### src/hw/qos_cache_pkg.sv
// ------------------------------
// QoS cache shared definitions
// Widths, request and response structs, replacement
// policy encoding and performance counter layout
// ------------------------------
package qos_cache_pkg;

    typedef logic [31:0] addr_t;       // Byte address
    typedef logic [31:0] word_t;       // Data word
    typedef logic [1:0]  qos_level_t;  // 0 low .. 3 critical
    typedef logic [7:0]  stamp_t;      // Cycle timer value, wraps
    typedef logic [15:0] count_t;      // Saturating perf count

    // Per-request QoS attributes, 11 bits
    typedef struct packed {
        qos_level_t level;
        logic       urgent;       // Beats any level
        logic [7:0] max_latency;  // Cycles, request to response
    } qos_cfg_t;

    typedef struct packed {
        addr_t    addr;
        qos_cfg_t qos;
    } cache_req_t;

    // Queue slot payload
    typedef struct packed {
        cache_req_t req;
        stamp_t     arrival;  // Timer value at push
    } queue_entry_t;

    typedef struct packed {
        word_t    data;
        logic     hit;
        qos_cfg_t qos;  // Echo of the request
    } cache_rsp_t;

    // Encoding 3 falls back to plain LRU
    typedef enum logic [1:0] {
        REPL_LRU          = 2'd0,
        REPL_QOS_LRU      = 2'd1,
        REPL_QOS_PRIORITY = 2'd2
    } repl_policy_e;

    typedef struct packed {
        count_t [3:0] hits;    // Indexed by level
        count_t [3:0] misses;  // Indexed by level
        count_t       violations;
    } perf_counts_t;

endpackage

### src/hw/qos_req_queue.sv
// ------------------------------
// Request queue with QoS selection
// Holds pending requests with arrival stamps and offers
// the best one: urgent, then level, then oldest
// ------------------------------
module qos_req_queue #(
    parameter int QUEUE_DEPTH = 4
) (
    input  logic                        clk_i,
    input  logic                        rst_ni,
    input  logic                        push_i,
    input  qos_cache_pkg::cache_req_t   push_req_i,
    input  qos_cache_pkg::stamp_t       now_i,
    input  logic                        deq_i,
    output logic                        sel_valid_o,
    output qos_cache_pkg::queue_entry_t sel_entry_o
);
    localparam int SLOT_W = (QUEUE_DEPTH > 1) ? $clog2(QUEUE_DEPTH) : 1;

    qos_cache_pkg::queue_entry_t slot_q [QUEUE_DEPTH];  // Payload, no reset
    logic [QUEUE_DEPTH-1:0]      valid_q;
    logic [SLOT_W-1:0]           free_idx;
    logic [SLOT_W-1:0]           sel_idx;
    logic                        free_found;

    // Lowest free slot for the next push
    always_comb begin
        free_found = 1'b0;
        free_idx   = '0;
        for (int i = 0; i < QUEUE_DEPTH; i++) begin
            if (!valid_q[i] && !free_found) begin
                free_found = 1'b1;
                free_idx   = SLOT_W'(i);
            end
        end
    end

    // ------------------------------
    // Priority pick
    // ------------------------------
    always_comb begin
        qos_cache_pkg::qos_cfg_t best_qos;
        qos_cache_pkg::stamp_t   best_age;
        qos_cache_pkg::qos_cfg_t cur_qos;
        qos_cache_pkg::stamp_t   cur_age;
        logic                    better;
        sel_valid_o = 1'b0;
        sel_idx     = '0;
        best_qos    = '0;
        best_age    = '0;
        for (int i = 0; i < QUEUE_DEPTH; i++) begin
            cur_qos = slot_q[i].req.qos;
            cur_age = now_i - slot_q[i].arrival;  // Wrap-safe age
            if (cur_qos.urgent != best_qos.urgent) begin
                better = cur_qos.urgent;
            end else if (cur_qos.level != best_qos.level) begin
                better = cur_qos.level > best_qos.level;
            end else begin
                better = cur_age > best_age;  // Older wins
            end
            if (valid_q[i] && (!sel_valid_o || better)) begin
                sel_valid_o = 1'b1;
                sel_idx     = SLOT_W'(i);
                best_qos    = cur_qos;
                best_age    = cur_age;
            end
        end
        sel_entry_o = slot_q[sel_idx];
    end

    always_ff @(posedge clk_i or negedge rst_ni) begin
        if (!rst_ni) begin
            valid_q <= '0;
        end else begin
            if (deq_i && sel_valid_o) valid_q[sel_idx] <= 1'b0;   // Slot leaves
            if (push_i && free_found) valid_q[free_idx] <= 1'b1;  // Never the same slot
        end
    end

    always_ff @(posedge clk_i) begin
        if (push_i && free_found) begin
            slot_q[free_idx] <= '{req: push_req_i, arrival: now_i};
        end
    end

endmodule

### src/hw/qos_tag_array.sv
// ------------------------------
// Tag and data array
// Per way and set: valid, tag, one data word, QoS level
// and last-use stamp; tag compare is combinational
// ------------------------------
module qos_tag_array #(
    parameter  int WAYS  = 2,
    parameter  int SETS  = 8,
    localparam int WAY_W = (WAYS > 1) ? $clog2(WAYS) : 1,
    localparam int IDX_W = $clog2(SETS),
    localparam int TAG_W = 30 - IDX_W
) (
    input  logic                                  clk_i,
    input  logic                                  rst_ni,
    input  logic [IDX_W-1:0]                      index_i,
    input  logic [TAG_W-1:0]                      tag_i,
    input  qos_cache_pkg::stamp_t                 now_i,
    input  logic                                  touch_en_i,
    input  logic [WAY_W-1:0]                      touch_way_i,
    input  logic                                  fill_en_i,
    input  logic [WAY_W-1:0]                      fill_way_i,
    input  qos_cache_pkg::word_t                  fill_data_i,
    input  qos_cache_pkg::qos_level_t             fill_level_i,  // Level of current request
    output logic                                  hit_o,
    output logic [WAY_W-1:0]                      hit_way_o,
    output qos_cache_pkg::word_t                  hit_data_o,
    output logic [WAYS-1:0]                       way_valid_o,
    output qos_cache_pkg::qos_level_t [WAYS-1:0]  way_level_o,
    output qos_cache_pkg::stamp_t [WAYS-1:0]      way_stamp_o
);
    logic [WAYS-1:0][SETS-1:0] valid_q;
    logic [TAG_W-1:0]          tag_q   [WAYS][SETS];
    qos_cache_pkg::word_t      data_q  [WAYS][SETS];
    qos_cache_pkg::qos_level_t level_q [WAYS][SETS];
    qos_cache_pkg::stamp_t     stamp_q [WAYS][SETS];

    // Read out the addressed set, first matching way wins
    always_comb begin
        hit_o      = 1'b0;
        hit_way_o  = '0;
        hit_data_o = '0;
        for (int w = 0; w < WAYS; w++) begin
            way_valid_o[w] = valid_q[w][index_i];
            way_level_o[w] = level_q[w][index_i];
            way_stamp_o[w] = stamp_q[w][index_i];
            if (valid_q[w][index_i] && tag_q[w][index_i] == tag_i && !hit_o) begin
                hit_o      = 1'b1;
                hit_way_o  = WAY_W'(w);
                hit_data_o = data_q[w][index_i];
            end
        end
    end

    always_ff @(posedge clk_i or negedge rst_ni) begin
        if (!rst_ni) begin
            valid_q <= '0;
        end else if (fill_en_i) begin
            valid_q[fill_way_i][index_i] <= 1'b1;
        end
    end

    always_ff @(posedge clk_i) begin
        if (fill_en_i) begin
            tag_q[fill_way_i][index_i]   <= tag_i;
            data_q[fill_way_i][index_i]  <= fill_data_i;
            level_q[fill_way_i][index_i] <= fill_level_i;
            stamp_q[fill_way_i][index_i] <= now_i;
        end else if (touch_en_i) begin
            stamp_q[touch_way_i][index_i] <= now_i;  // Most recent use
            // Level only ever rises on reuse
            if (fill_level_i > level_q[touch_way_i][index_i]) begin
                level_q[touch_way_i][index_i] <= fill_level_i;
            end
        end
    end

endmodule

### src/hw/qos_victim_select.sv
// ------------------------------
// Victim way selection
// LRU, QoS-protecting LRU and QoS-priority with bypass
// ------------------------------
module qos_victim_select #(
    parameter  int WAYS  = 2,
    localparam int WAY_W = (WAYS > 1) ? $clog2(WAYS) : 1
) (
    input  logic [WAYS-1:0]                      way_valid_i,
    input  qos_cache_pkg::qos_level_t [WAYS-1:0] way_level_i,
    input  qos_cache_pkg::stamp_t [WAYS-1:0]     way_stamp_i,
    input  qos_cache_pkg::stamp_t                now_i,
    input  qos_cache_pkg::qos_level_t            req_level_i,
    input  qos_cache_pkg::repl_policy_e          policy_i,
    output logic [WAY_W-1:0]                     victim_way_o,
    output logic                                 allocate_o  // Low means bypass
);
    logic                  inv_found, qlru_found, low_found;
    logic [WAY_W-1:0]      inv_way, lru_way, qlru_way, low_way;
    qos_cache_pkg::stamp_t lru_age, qlru_age;

    // ------------------------------
    // Candidate scan
    // ------------------------------
    always_comb begin
        qos_cache_pkg::stamp_t age;
        inv_found  = 1'b0;
        qlru_found = 1'b0;
        low_found  = 1'b0;
        inv_way    = '0;
        lru_way    = '0;
        qlru_way   = '0;
        low_way    = '0;
        lru_age    = '0;
        qlru_age   = '0;
        for (int w = 0; w < WAYS; w++) begin
            age = now_i - way_stamp_i[w];
            if (!way_valid_i[w] && !inv_found) begin  // Lowest empty way
                inv_found = 1'b1;
                inv_way   = WAY_W'(w);
            end
            if (w == 0 || age > lru_age) begin        // Oldest overall
                lru_age = age;
                lru_way = WAY_W'(w);
            end
            // Oldest among lines no more important than the request
            if (way_level_i[w] <= req_level_i && (!qlru_found || age > qlru_age)) begin
                qlru_found = 1'b1;
                qlru_age   = age;
                qlru_way   = WAY_W'(w);
            end
            if (way_level_i[w] == 2'd0 && !low_found) begin
                low_found = 1'b1;
                low_way   = WAY_W'(w);
            end
        end
    end

    always_comb begin
        allocate_o   = 1'b1;
        victim_way_o = lru_way;
        if (inv_found) begin
            victim_way_o = inv_way;
        end else begin
            case (policy_i)
                qos_cache_pkg::REPL_QOS_LRU: victim_way_o = qlru_found ? qlru_way : lru_way;
                qos_cache_pkg::REPL_QOS_PRIORITY: begin
                    if (low_found) begin
                        victim_way_o = low_way;
                    end else begin
                        allocate_o = (req_level_i >= 2'd2);  // Low levels bypass
                    end
                end
                default: victim_way_o = lru_way;  // LRU and value 3
            endcase
        end
    end

endmodule

### src/hw/qos_perf_monitor.sv
// ------------------------------
// QoS performance monitor
// Per-level hit and miss counts plus latency violations,
// all saturating
// ------------------------------
module qos_perf_monitor (
    input  logic                        clk_i,
    input  logic                        rst_ni,
    input  logic                        rsp_fire_i,
    input  logic                        rsp_hit_i,
    input  qos_cache_pkg::qos_cfg_t     rsp_qos_i,
    input  qos_cache_pkg::stamp_t       arrival_i,
    input  qos_cache_pkg::stamp_t       now_i,
    output qos_cache_pkg::perf_counts_t counts_o
);
    qos_cache_pkg::perf_counts_t counts_q;
    qos_cache_pkg::stamp_t       latency;
    qos_cache_pkg::qos_level_t   lvl;

    function automatic qos_cache_pkg::count_t sat_inc(input qos_cache_pkg::count_t c);
        return (c == '1) ? c : c + 1'b1;  // Hold at max
    endfunction

    assign latency = now_i - arrival_i;  // Queue wait included
    assign lvl     = rsp_qos_i.level;

    always_ff @(posedge clk_i or negedge rst_ni) begin
        if (!rst_ni) begin
            counts_q <= '0;
        end else if (rsp_fire_i) begin
            if (rsp_hit_i) begin
                counts_q.hits[lvl] <= sat_inc(counts_q.hits[lvl]);
            end else begin
                counts_q.misses[lvl] <= sat_inc(counts_q.misses[lvl]);
            end
            if (latency > rsp_qos_i.max_latency) begin
                counts_q.violations <= sat_inc(counts_q.violations);
            end
        end
    end

    assign counts_o = counts_q;

endmodule

### src/hw/qos_cache_ctrl.sv
// ------------------------------
// Cache control FSM
// Dequeue, lookup, miss request, fill and response;
// owns the cycle timer and the memory credit count
// ------------------------------
module qos_cache_ctrl #(
    parameter  int WAYS  = 2,
    localparam int WAY_W = (WAYS > 1) ? $clog2(WAYS) : 1
) (
    input  logic                        clk_i,
    input  logic                        rst_ni,
    input  logic                        sel_valid_i,
    input  qos_cache_pkg::queue_entry_t sel_entry_i,
    output logic                        deq_o,
    input  logic                        hit_i,
    input  logic [WAY_W-1:0]            hit_way_i,
    input  qos_cache_pkg::word_t        hit_data_i,
    input  logic [WAY_W-1:0]            victim_way_i,
    input  logic                        allocate_i,
    output logic                        touch_en_o,
    output logic [WAY_W-1:0]            touch_way_o,
    output logic                        fill_en_o,
    output logic [WAY_W-1:0]            fill_way_o,
    output qos_cache_pkg::word_t        fill_data_o,
    output qos_cache_pkg::cache_req_t   lookup_req_o,
    input  logic                        mem_credit_i,
    output logic                        mem_req_valid_o,
    output qos_cache_pkg::addr_t        mem_addr_o,
    input  logic                        mem_rsp_valid_i,
    input  qos_cache_pkg::word_t        mem_rsp_data_i,
    output logic                        rsp_valid_o,
    output qos_cache_pkg::cache_rsp_t   rsp_o,
    output qos_cache_pkg::stamp_t       arrival_o,
    output qos_cache_pkg::stamp_t       now_o
);
    typedef enum logic [2:0] {
        IDLE,
        LOOKUP,
        MISS_REQ,
        MISS_WAIT,
        RESPOND
    } state_e;

    state_e                      state_q, state_d;
    qos_cache_pkg::queue_entry_t entry_q;     // Request in flight
    qos_cache_pkg::word_t        data_q;
    logic                        hit_q;
    qos_cache_pkg::stamp_t       now_q;       // Free-running
    logic [7:0]                  mem_cred_q;  // Credits granted by memory

    // ------------------------------
    // Next state and strobes
    // ------------------------------
    always_comb begin
        state_d         = state_q;
        deq_o           = 1'b0;
        touch_en_o      = 1'b0;
        fill_en_o       = 1'b0;
        mem_req_valid_o = 1'b0;
        case (state_q)
            IDLE: begin
                if (sel_valid_i) begin
                    deq_o   = 1'b1;  // Also returns a requester credit
                    state_d = LOOKUP;
                end
            end
            LOOKUP: begin
                touch_en_o = hit_i;
                state_d    = hit_i ? RESPOND : MISS_REQ;
            end
            MISS_REQ: begin
                if (mem_cred_q != '0) begin  // Stall here without credit
                    mem_req_valid_o = 1'b1;
                    state_d         = MISS_WAIT;
                end
            end
            MISS_WAIT: begin
                if (mem_rsp_valid_i) begin
                    fill_en_o = allocate_i;  // Bypass leaves the set alone
                    state_d   = RESPOND;
                end
            end
            default: state_d = IDLE;  // RESPOND lasts one cycle
        endcase
    end

    assign touch_way_o  = hit_way_i;
    assign fill_way_o   = victim_way_i;
    assign fill_data_o  = mem_rsp_data_i;
    assign lookup_req_o = entry_q.req;       // Held steady through the fill
    assign mem_addr_o   = entry_q.req.addr;
    assign rsp_valid_o  = (state_q == RESPOND);
    assign rsp_o        = '{data: data_q, hit: hit_q, qos: entry_q.req.qos};
    assign arrival_o    = entry_q.arrival;
    assign now_o        = now_q;

    always_ff @(posedge clk_i or negedge rst_ni) begin
        if (!rst_ni) begin
            state_q    <= IDLE;
            now_q      <= '0;
            mem_cred_q <= '0;
        end else begin
            state_q    <= state_d;
            now_q      <= now_q + 1'b1;
            mem_cred_q <= mem_cred_q + 8'(mem_credit_i) - 8'(mem_req_valid_o);
        end
    end

    // Payload capture
    always_ff @(posedge clk_i) begin
        if (deq_o) entry_q <= sel_entry_i;
        if (state_q == LOOKUP && hit_i) begin
            data_q <= hit_data_i;
            hit_q  <= 1'b1;
        end
        if (state_q == MISS_WAIT && mem_rsp_valid_i) begin
            data_q <= mem_rsp_data_i;
            hit_q  <= 1'b0;
        end
    end

endmodule

### src/hw/qos_cache_top.sv
// ------------------------------
// QoS-aware read-only cache, top level
// Credit-based requester and memory ports around the
// queue, tag array, victim select, monitor and FSM
// ------------------------------
module qos_cache_top #(
    parameter int QUEUE_DEPTH = 4,
    parameter int WAYS        = 2,
    parameter int SETS        = 8
) (
    input  logic                        clk_i,
    input  logic                        rst_ni,
    input  logic                        req_valid_i,
    input  qos_cache_pkg::cache_req_t   req_i,
    output logic                        req_credit_o,
    output logic                        rsp_valid_o,
    output qos_cache_pkg::cache_rsp_t   rsp_o,
    input  logic                        mem_credit_i,
    output logic                        mem_req_valid_o,
    output qos_cache_pkg::addr_t        mem_addr_o,
    input  logic                        mem_rsp_valid_i,
    input  qos_cache_pkg::word_t        mem_rsp_data_i,
    input  qos_cache_pkg::repl_policy_e policy_i,
    output qos_cache_pkg::perf_counts_t counts_o
);
    localparam int WAY_W = (WAYS > 1) ? $clog2(WAYS) : 1;
    localparam int IDX_W = $clog2(SETS);
    localparam int TAG_W = 30 - IDX_W;

    logic                                sel_valid, deq;
    qos_cache_pkg::queue_entry_t         sel_entry;
    qos_cache_pkg::cache_req_t           lookup_req;
    logic [IDX_W-1:0]                    lookup_index;
    logic [TAG_W-1:0]                    lookup_tag;
    qos_cache_pkg::stamp_t               now, arrival;
    logic                                hit, allocate, touch_en, fill_en;
    logic [WAY_W-1:0]                    hit_way, victim_way, touch_way, fill_way;
    qos_cache_pkg::word_t                hit_data, fill_data;
    logic [WAYS-1:0]                     way_valid;
    qos_cache_pkg::qos_level_t [WAYS-1:0] way_level;
    qos_cache_pkg::stamp_t [WAYS-1:0]    way_stamp;

    // Index sits just above the byte offset
    assign lookup_index = lookup_req.addr[IDX_W+1:2];
    assign lookup_tag   = lookup_req.addr[31:IDX_W+2];
    assign req_credit_o = deq;  // One credit per removed entry

    qos_req_queue #(.QUEUE_DEPTH(QUEUE_DEPTH)) qos_req_queue_inst (
        .clk_i, .rst_ni,
        .push_i(req_valid_i), .push_req_i(req_i), .now_i(now), .deq_i(deq),
        .sel_valid_o(sel_valid), .sel_entry_o(sel_entry)
    );

    qos_tag_array #(.WAYS(WAYS), .SETS(SETS)) qos_tag_array_inst (
        .clk_i, .rst_ni,
        .index_i(lookup_index), .tag_i(lookup_tag), .now_i(now),
        .touch_en_i(touch_en), .touch_way_i(touch_way),
        .fill_en_i(fill_en), .fill_way_i(fill_way), .fill_data_i(fill_data),
        .fill_level_i(lookup_req.qos.level),
        .hit_o(hit), .hit_way_o(hit_way), .hit_data_o(hit_data),
        .way_valid_o(way_valid), .way_level_o(way_level), .way_stamp_o(way_stamp)
    );

    qos_victim_select #(.WAYS(WAYS)) qos_victim_select_inst (
        .way_valid_i(way_valid), .way_level_i(way_level), .way_stamp_i(way_stamp),
        .now_i(now), .req_level_i(lookup_req.qos.level), .policy_i,
        .victim_way_o(victim_way), .allocate_o(allocate)
    );

    qos_perf_monitor qos_perf_monitor_inst (
        .clk_i, .rst_ni,
        .rsp_fire_i(rsp_valid_o), .rsp_hit_i(rsp_o.hit), .rsp_qos_i(rsp_o.qos),
        .arrival_i(arrival), .now_i(now), .counts_o
    );

    qos_cache_ctrl #(.WAYS(WAYS)) qos_cache_ctrl_inst (
        .clk_i, .rst_ni,
        .sel_valid_i(sel_valid), .sel_entry_i(sel_entry), .deq_o(deq),
        .hit_i(hit), .hit_way_i(hit_way), .hit_data_i(hit_data),
        .victim_way_i(victim_way), .allocate_i(allocate),
        .touch_en_o(touch_en), .touch_way_o(touch_way),
        .fill_en_o(fill_en), .fill_way_o(fill_way), .fill_data_o(fill_data),
        .lookup_req_o(lookup_req),
        .mem_credit_i, .mem_req_valid_o, .mem_addr_o, .mem_rsp_valid_i, .mem_rsp_data_i,
        .rsp_valid_o, .rsp_o, .arrival_o(arrival), .now_o(now)
    );

endmodule

### config.mk
export PLATFORM = sky130hd
export DESIGN_NAME = qos_cache_top
export DESIGN_NICKNAME = d
export VERILOG_FILES = /design/src/hw/qos_cache_pkg.sv /design/src/hw/qos_req_queue.sv /design/src/hw/qos_tag_array.sv /design/src/hw/qos_victim_select.sv /design/src/hw/qos_perf_monitor.sv /design/src/hw/qos_cache_ctrl.sv /design/src/hw/qos_cache_top.sv
export SDC_FILE = /design/constraint.sdc
export NUM_CORES = 2
export LEC_CHECK = 0
export BUFFER_PORTS_ARGS = -buffer_cell sky130_fd_sc_hd__buf_2
export CORE_MARGIN = 2
export CORE_UTILIZATION = 28
export DETAILED_ROUTE_END_ITERATION = 10
export GPL_TIMING_DRIVEN = 0
export PLACE_DENSITY = 0.4
export RECOVER_POWER = 25
export SLEW_MARGIN = 20
export SYNTH_ARGS = -nofsm -noshare
export SYNTH_HDL_FRONTEND = slang
export SYNTH_SLANG_ARGS = --single-unit
### constraint.sdc
create_clock -name clk_i -period 16.81 [get_ports clk_i]
set_input_delay 1.681 -clock clk_i [delete_from_list [all_inputs] [get_ports clk_i]]
set_output_delay 1.681 -clock clk_i [all_outputs]
set_load 0.01 [all_outputs]
==> summary.md <==
| Metric | Value |
|---|---|
| Initial antenna violation count | 40 |
| DIE AREA | 0.235 sq mm |
| Fin Hold WS | around 0.47 ns |
| CTS Buf Count | 178 |
| Final #Nets | between 4000 and 5000 |
| Internal | slightly below 0.009 W |
| Power share of the sequential group | a little under two fifths |
| RSZ-0062 raised after global routing | no |
| CTS Hold Bufs | 0 |
| Top post-synthesis cells by area | edfxtp_1 (65%), dfrtp_1 (7.1%), mux4_2 (3.4%) |
| Final instance area | 0.0785 sq mm |
| Number of routed nets with antenna violations | 0 |
| DIE HEIGHT | about 480 microns |
| Drt total wl | 229000 microns |
| Tmin final | ~13 ns |
| Sequential-to-total area share from yosys stat | 71.6% |
| 1st-pass router iterations | 7 |
| Compound-cell area share of the yosys netlist | under 10% |
| HP Class | register to register |
| First-pass GRT wire length | 320000 microns |
| Pwr dens | roughly 180 mW/mm^2 |
| Initial Util | between 20% and 30% |
| Number of global-route vias before repair | 40000 |
| Switching share of power | between 30% and 40% |
| VDD IR max | about 0.00011 V |
| Failing checks | capacitance limit, slew limit |
| Num ports | about 310 |
| Reg2reg end | qos_cache_ctrl_inst.mem_addr_o[26]$_DFFE_PP_ |
| Worst skew pair latency | 0.87 ns |
| Worst Reg-to-Reg Cells | 45 |
| GP Congestion | just under 0.8 |
| Commonest non-fill, non-tap cell in the layout | edfxtp_1 |
| Placed instance count | approximately 7500 |
| CP Capture Type | register |
| Total track usage | about a fifth |
| CTS max path bufs | 3 |
| Vias/cell | a little over 5 |
| DR vias | approximately 40000 |
| Fin cells | 7870 |
| Hpwl dp | 157000 microns |
| Post-synthesis mux area share | between 6 and 7% |
| Worst-Margin Slew | between 2 and 3 ns |
| Most frequent cells in the layout | edfxtp_1 (1391), nand2_1 (291), buf_2 (275) |
| Number of flops mapped to enable cells by yosys | about 1400 |
| Overflow after GRT | 0 |
| Max FO, Critical Path | 24 |
| CP startpoint kind | register |
| WL/cell | around 29 microns |
| CP Class | register to register |
| Setup crit end | qos_cache_ctrl_inst.mem_addr_o[26]$_DFFE_PP_ |
| Simple-Gate Fraction of Synth Area | ~5% |
| Final worst path period share | 78.5% |
| Syn Inst Count | between 4000 and 5000 |
| Reg-to-reg setup timing slack | about 3.6 ns |
| Die span in x | 485 microns |
| Synthesized flop and latch total | roughly 1600 |
| Std-Cell Rows | 176 |
| Post-Syn Area per Cell | 15.8 sq um |
| Commonest register cell after synthesis | edfxtp_1 |
| Yosys warning total | 0 |
| Slew HR | -95.5% |
| Worst EP arrival | between 10 and 15 ns |
| Synth Area in XOR/XNOR | under 10% |
| Post-synth ARST share | 11.6% |
| Max_cap viols | 2 |
| TritonCTS clock tree | yes |
| Most used cell, CP | clkbuf_1 |
| Post-synthesis cell area | between 0.06 and 0.07 sq mm |
| Root Buffer | clkbuf_16 |
| Critical path required time | ~17 ns |
| CTS sink cnt | 1575 |
| Leak | 27.3 nW |
| Final setup fails | 0 |
| Status | finished with violations |
| Largest family of logic cells by synthesized area | compound AO/OA/AOI/OAI gates |
| Clk pin slew, worst setup/hold paths | roughly 0.060 ns |
| Clock power share | between 20% and 30% |
| Layout cell share with drive strength beyond 1 | 19.1% |
| Cell Area, Placed | 0.0726 sq mm |
| Area Overhead vs Synth | 21.2% |
| Net Switching | roughly 0.0053 W |
| CP max stage cell | clkbuf_1 |
| Slowest stage delay, CP | approximately 1.2 ns |
| Setup TNS | 0 ns |
| Setup Skew | between 0.07 and 0.08 ns |
| Post-CTS Setup Repair Bufs | 0 |
| Initial DRC count | between 3000 and 4000 |
| Final Hold Vio Count | 0 |
| Adder-Cell Fraction of Synth Area | around 2.7% |
| CP startpoint | qos_cache_ctrl_inst.now_o[1]$_DFF_PN0_ |
| Slew Viols, Final | between 60 and 70 |
| Post_cts resized | 0 |
| # DRC | 0 |
| I/O Buffers | about 300 |
| Synth Net Count | 4317 |
| Largest net degree at the start of global routing | between 70 and 80 |
| Logic pwr share | 34.7% |
| Cell variety after synth | 81 |
| Top cell type's share of synthesized area | 64.5% |
| CTS H-tree lvls | 4 |
| Max Fclk | roughly 76 MHz |
| Total power | around 0.014 W |
| Launching point of the worst reg2reg path | qos_cache_ctrl_inst.now_o[1]$_DFF_PN0_ |
| Post-synth top area cell | edfxtp_1 |
| Core area | 0.230 sq mm |
## synth_stat cells (17+ instances only)
cell / instances
ha_1: 126
a22o_1: 24
nand3_1: 31
o211ai_1: 60
nor2b_1: 22
edfxtp_1: 1391
nand2b_1: 21
nor4_1: 19
nand4_1: 36
buf_1: 19
buf_2: 33
o21a_1: 20
mux2_2: 99
mux4_2: 98
and3_1: 21
a221oi_1: 57
nor2_1: 187
xnor2_1: 89
buf_4: 17
xor2_1: 53
o21bai_1: 27
mux2i_1: 109
inv_1: 114
clkbuf_1: 138
nand2_1: 291
o21ai_0: 100
o22ai_1: 118
a21oi_1: 169
a21o_1: 29
dfrtp_1: 183
a2bb2oi_1: 43
a22oi_1: 170
## how the worst min path moves through the flow
stage	from	endpoint	slack [ns]	cells past startpoint
floorplan	qos_tag_array_inst.valid_q[8]$_DFFE_PN0P_	qos_tag_array_inst.valid_q[8]$_DFFE_PN0P_	0.44	1
global placement	qos_tag_array_inst.valid_q[3]$_DFFE_PN0P_	qos_tag_array_inst.valid_q[3]$_DFFE_PN0P_	0.46	1
detailed placement	qos_tag_array_inst.valid_q[0]$_DFFE_PN0P_	qos_tag_array_inst.valid_q[0]$_DFFE_PN0P_	0.46	1
CTS	qos_tag_array_inst.valid_q[6]$_DFFE_PN0P_	qos_tag_array_inst.valid_q[6]$_DFFE_PN0P_	0.47	1
global route	qos_tag_array_inst.valid_q[11]$_DFFE_PN0P_	qos_tag_array_inst.valid_q[11]$_DFFE_PN0P_	0.49	1
finish	qos_tag_array_inst.valid_q[6]$_DFFE_PN0P_	qos_tag_array_inst.valid_q[6]$_DFFE_PN0P_	0.47	1
## metal layers
layer | up-vias | track usage, % | wire length, microns
met2 | 1139 | 30.9 | 108000
met5 | - | 0 | 159
met3 | 297 | 3.28 | 11700
met1 | 20900 | 26.9 | 105000
li1 | 17300 | - | -
met4 | 26 | 4.47 | 5040
## registers in the layout (all words and copies together) (netlist names)
name                              cells
qos_cache_ctrl_inst.arrival_o         8
qos_req_queue_inst.slot_q           204
qos_cache_ctrl_inst.now_o             8
qos_cache_ctrl_inst.hit_q             1
qos_tag_array_inst.tag_q            432
qos_tag_array_inst.level_q           32
qos_tag_array_inst.valid_q           16
qos_cache_ctrl_inst.mem_addr_o       32
qos_cache_ctrl_inst.data_q           32
qos_tag_array_inst.data_q           512
qos_cache_ctrl_inst.lookup_req_o     11
qos_tag_array_inst.stamp_q          128
qos_perf_monitor_inst.counts_o      144
qos_cache_ctrl_inst.state_q           3
qos_cache_ctrl_inst.mem_cred_q        8
qos_req_queue_inst.valid_q            4
## power by group through the flow
stage | Combinational, W | Sequential (W) | Clock [W]
4_1_cts | 0.00501 | 0.00525 | 0.00410
6_report | 0.00491 | 0.00525 | 0.00401
3_5_place_dp | 0.00499 | 0.00533 | 0
5_1_grt | 0.00530 | 0.00530 | 0.00424
2_1_floorplan | 0.00279 | 0.00520 | 0
3_3_place_gp | 0.00483 | 0.00539 | 0
## cell families after synthesis
logic type      Yosys count
xor+xnor                142
flops                  1575
compound gates          915
buf+inv                 333
simple gates            690
mux                     312
fa+ha+maj               134
## critical path, delay by kind of cell, from the launching register on
family	cells	cell delay, ns
compound gates	27	5.70
fa+ha+maj	4	1.33
buf+inv	8	4.29
flops	1	0.77
simple gates	6	0.80
## layout make-up
class / instances / area, sq um
well taps: 3026 / 3790
clock inverters: 93 / 1250
clock buffers: 232 / 4770
plain buffers: 218 / 1030
flip-flops and latches: 1575 / 46400
repair buffers: 408 / 3650
multi-input cells: 2193 / 17200
inverters: 115 / 432
diodes: 10 / 25.0
fillers: 22400 / 151000
## through the flow
stage | util, % | setup slack, ns
2_1_floorplan | - | 7.67
3_3_place_gp | 30.5 | 0.0819
3_5_place_dp | 31.6 | 3.98
4_1_cts | 34.2 | 3.95
5_1_grt | 34.1 | 2.55
6_report | 34.1 | 3.61
(Power assumes the default switching activity.)
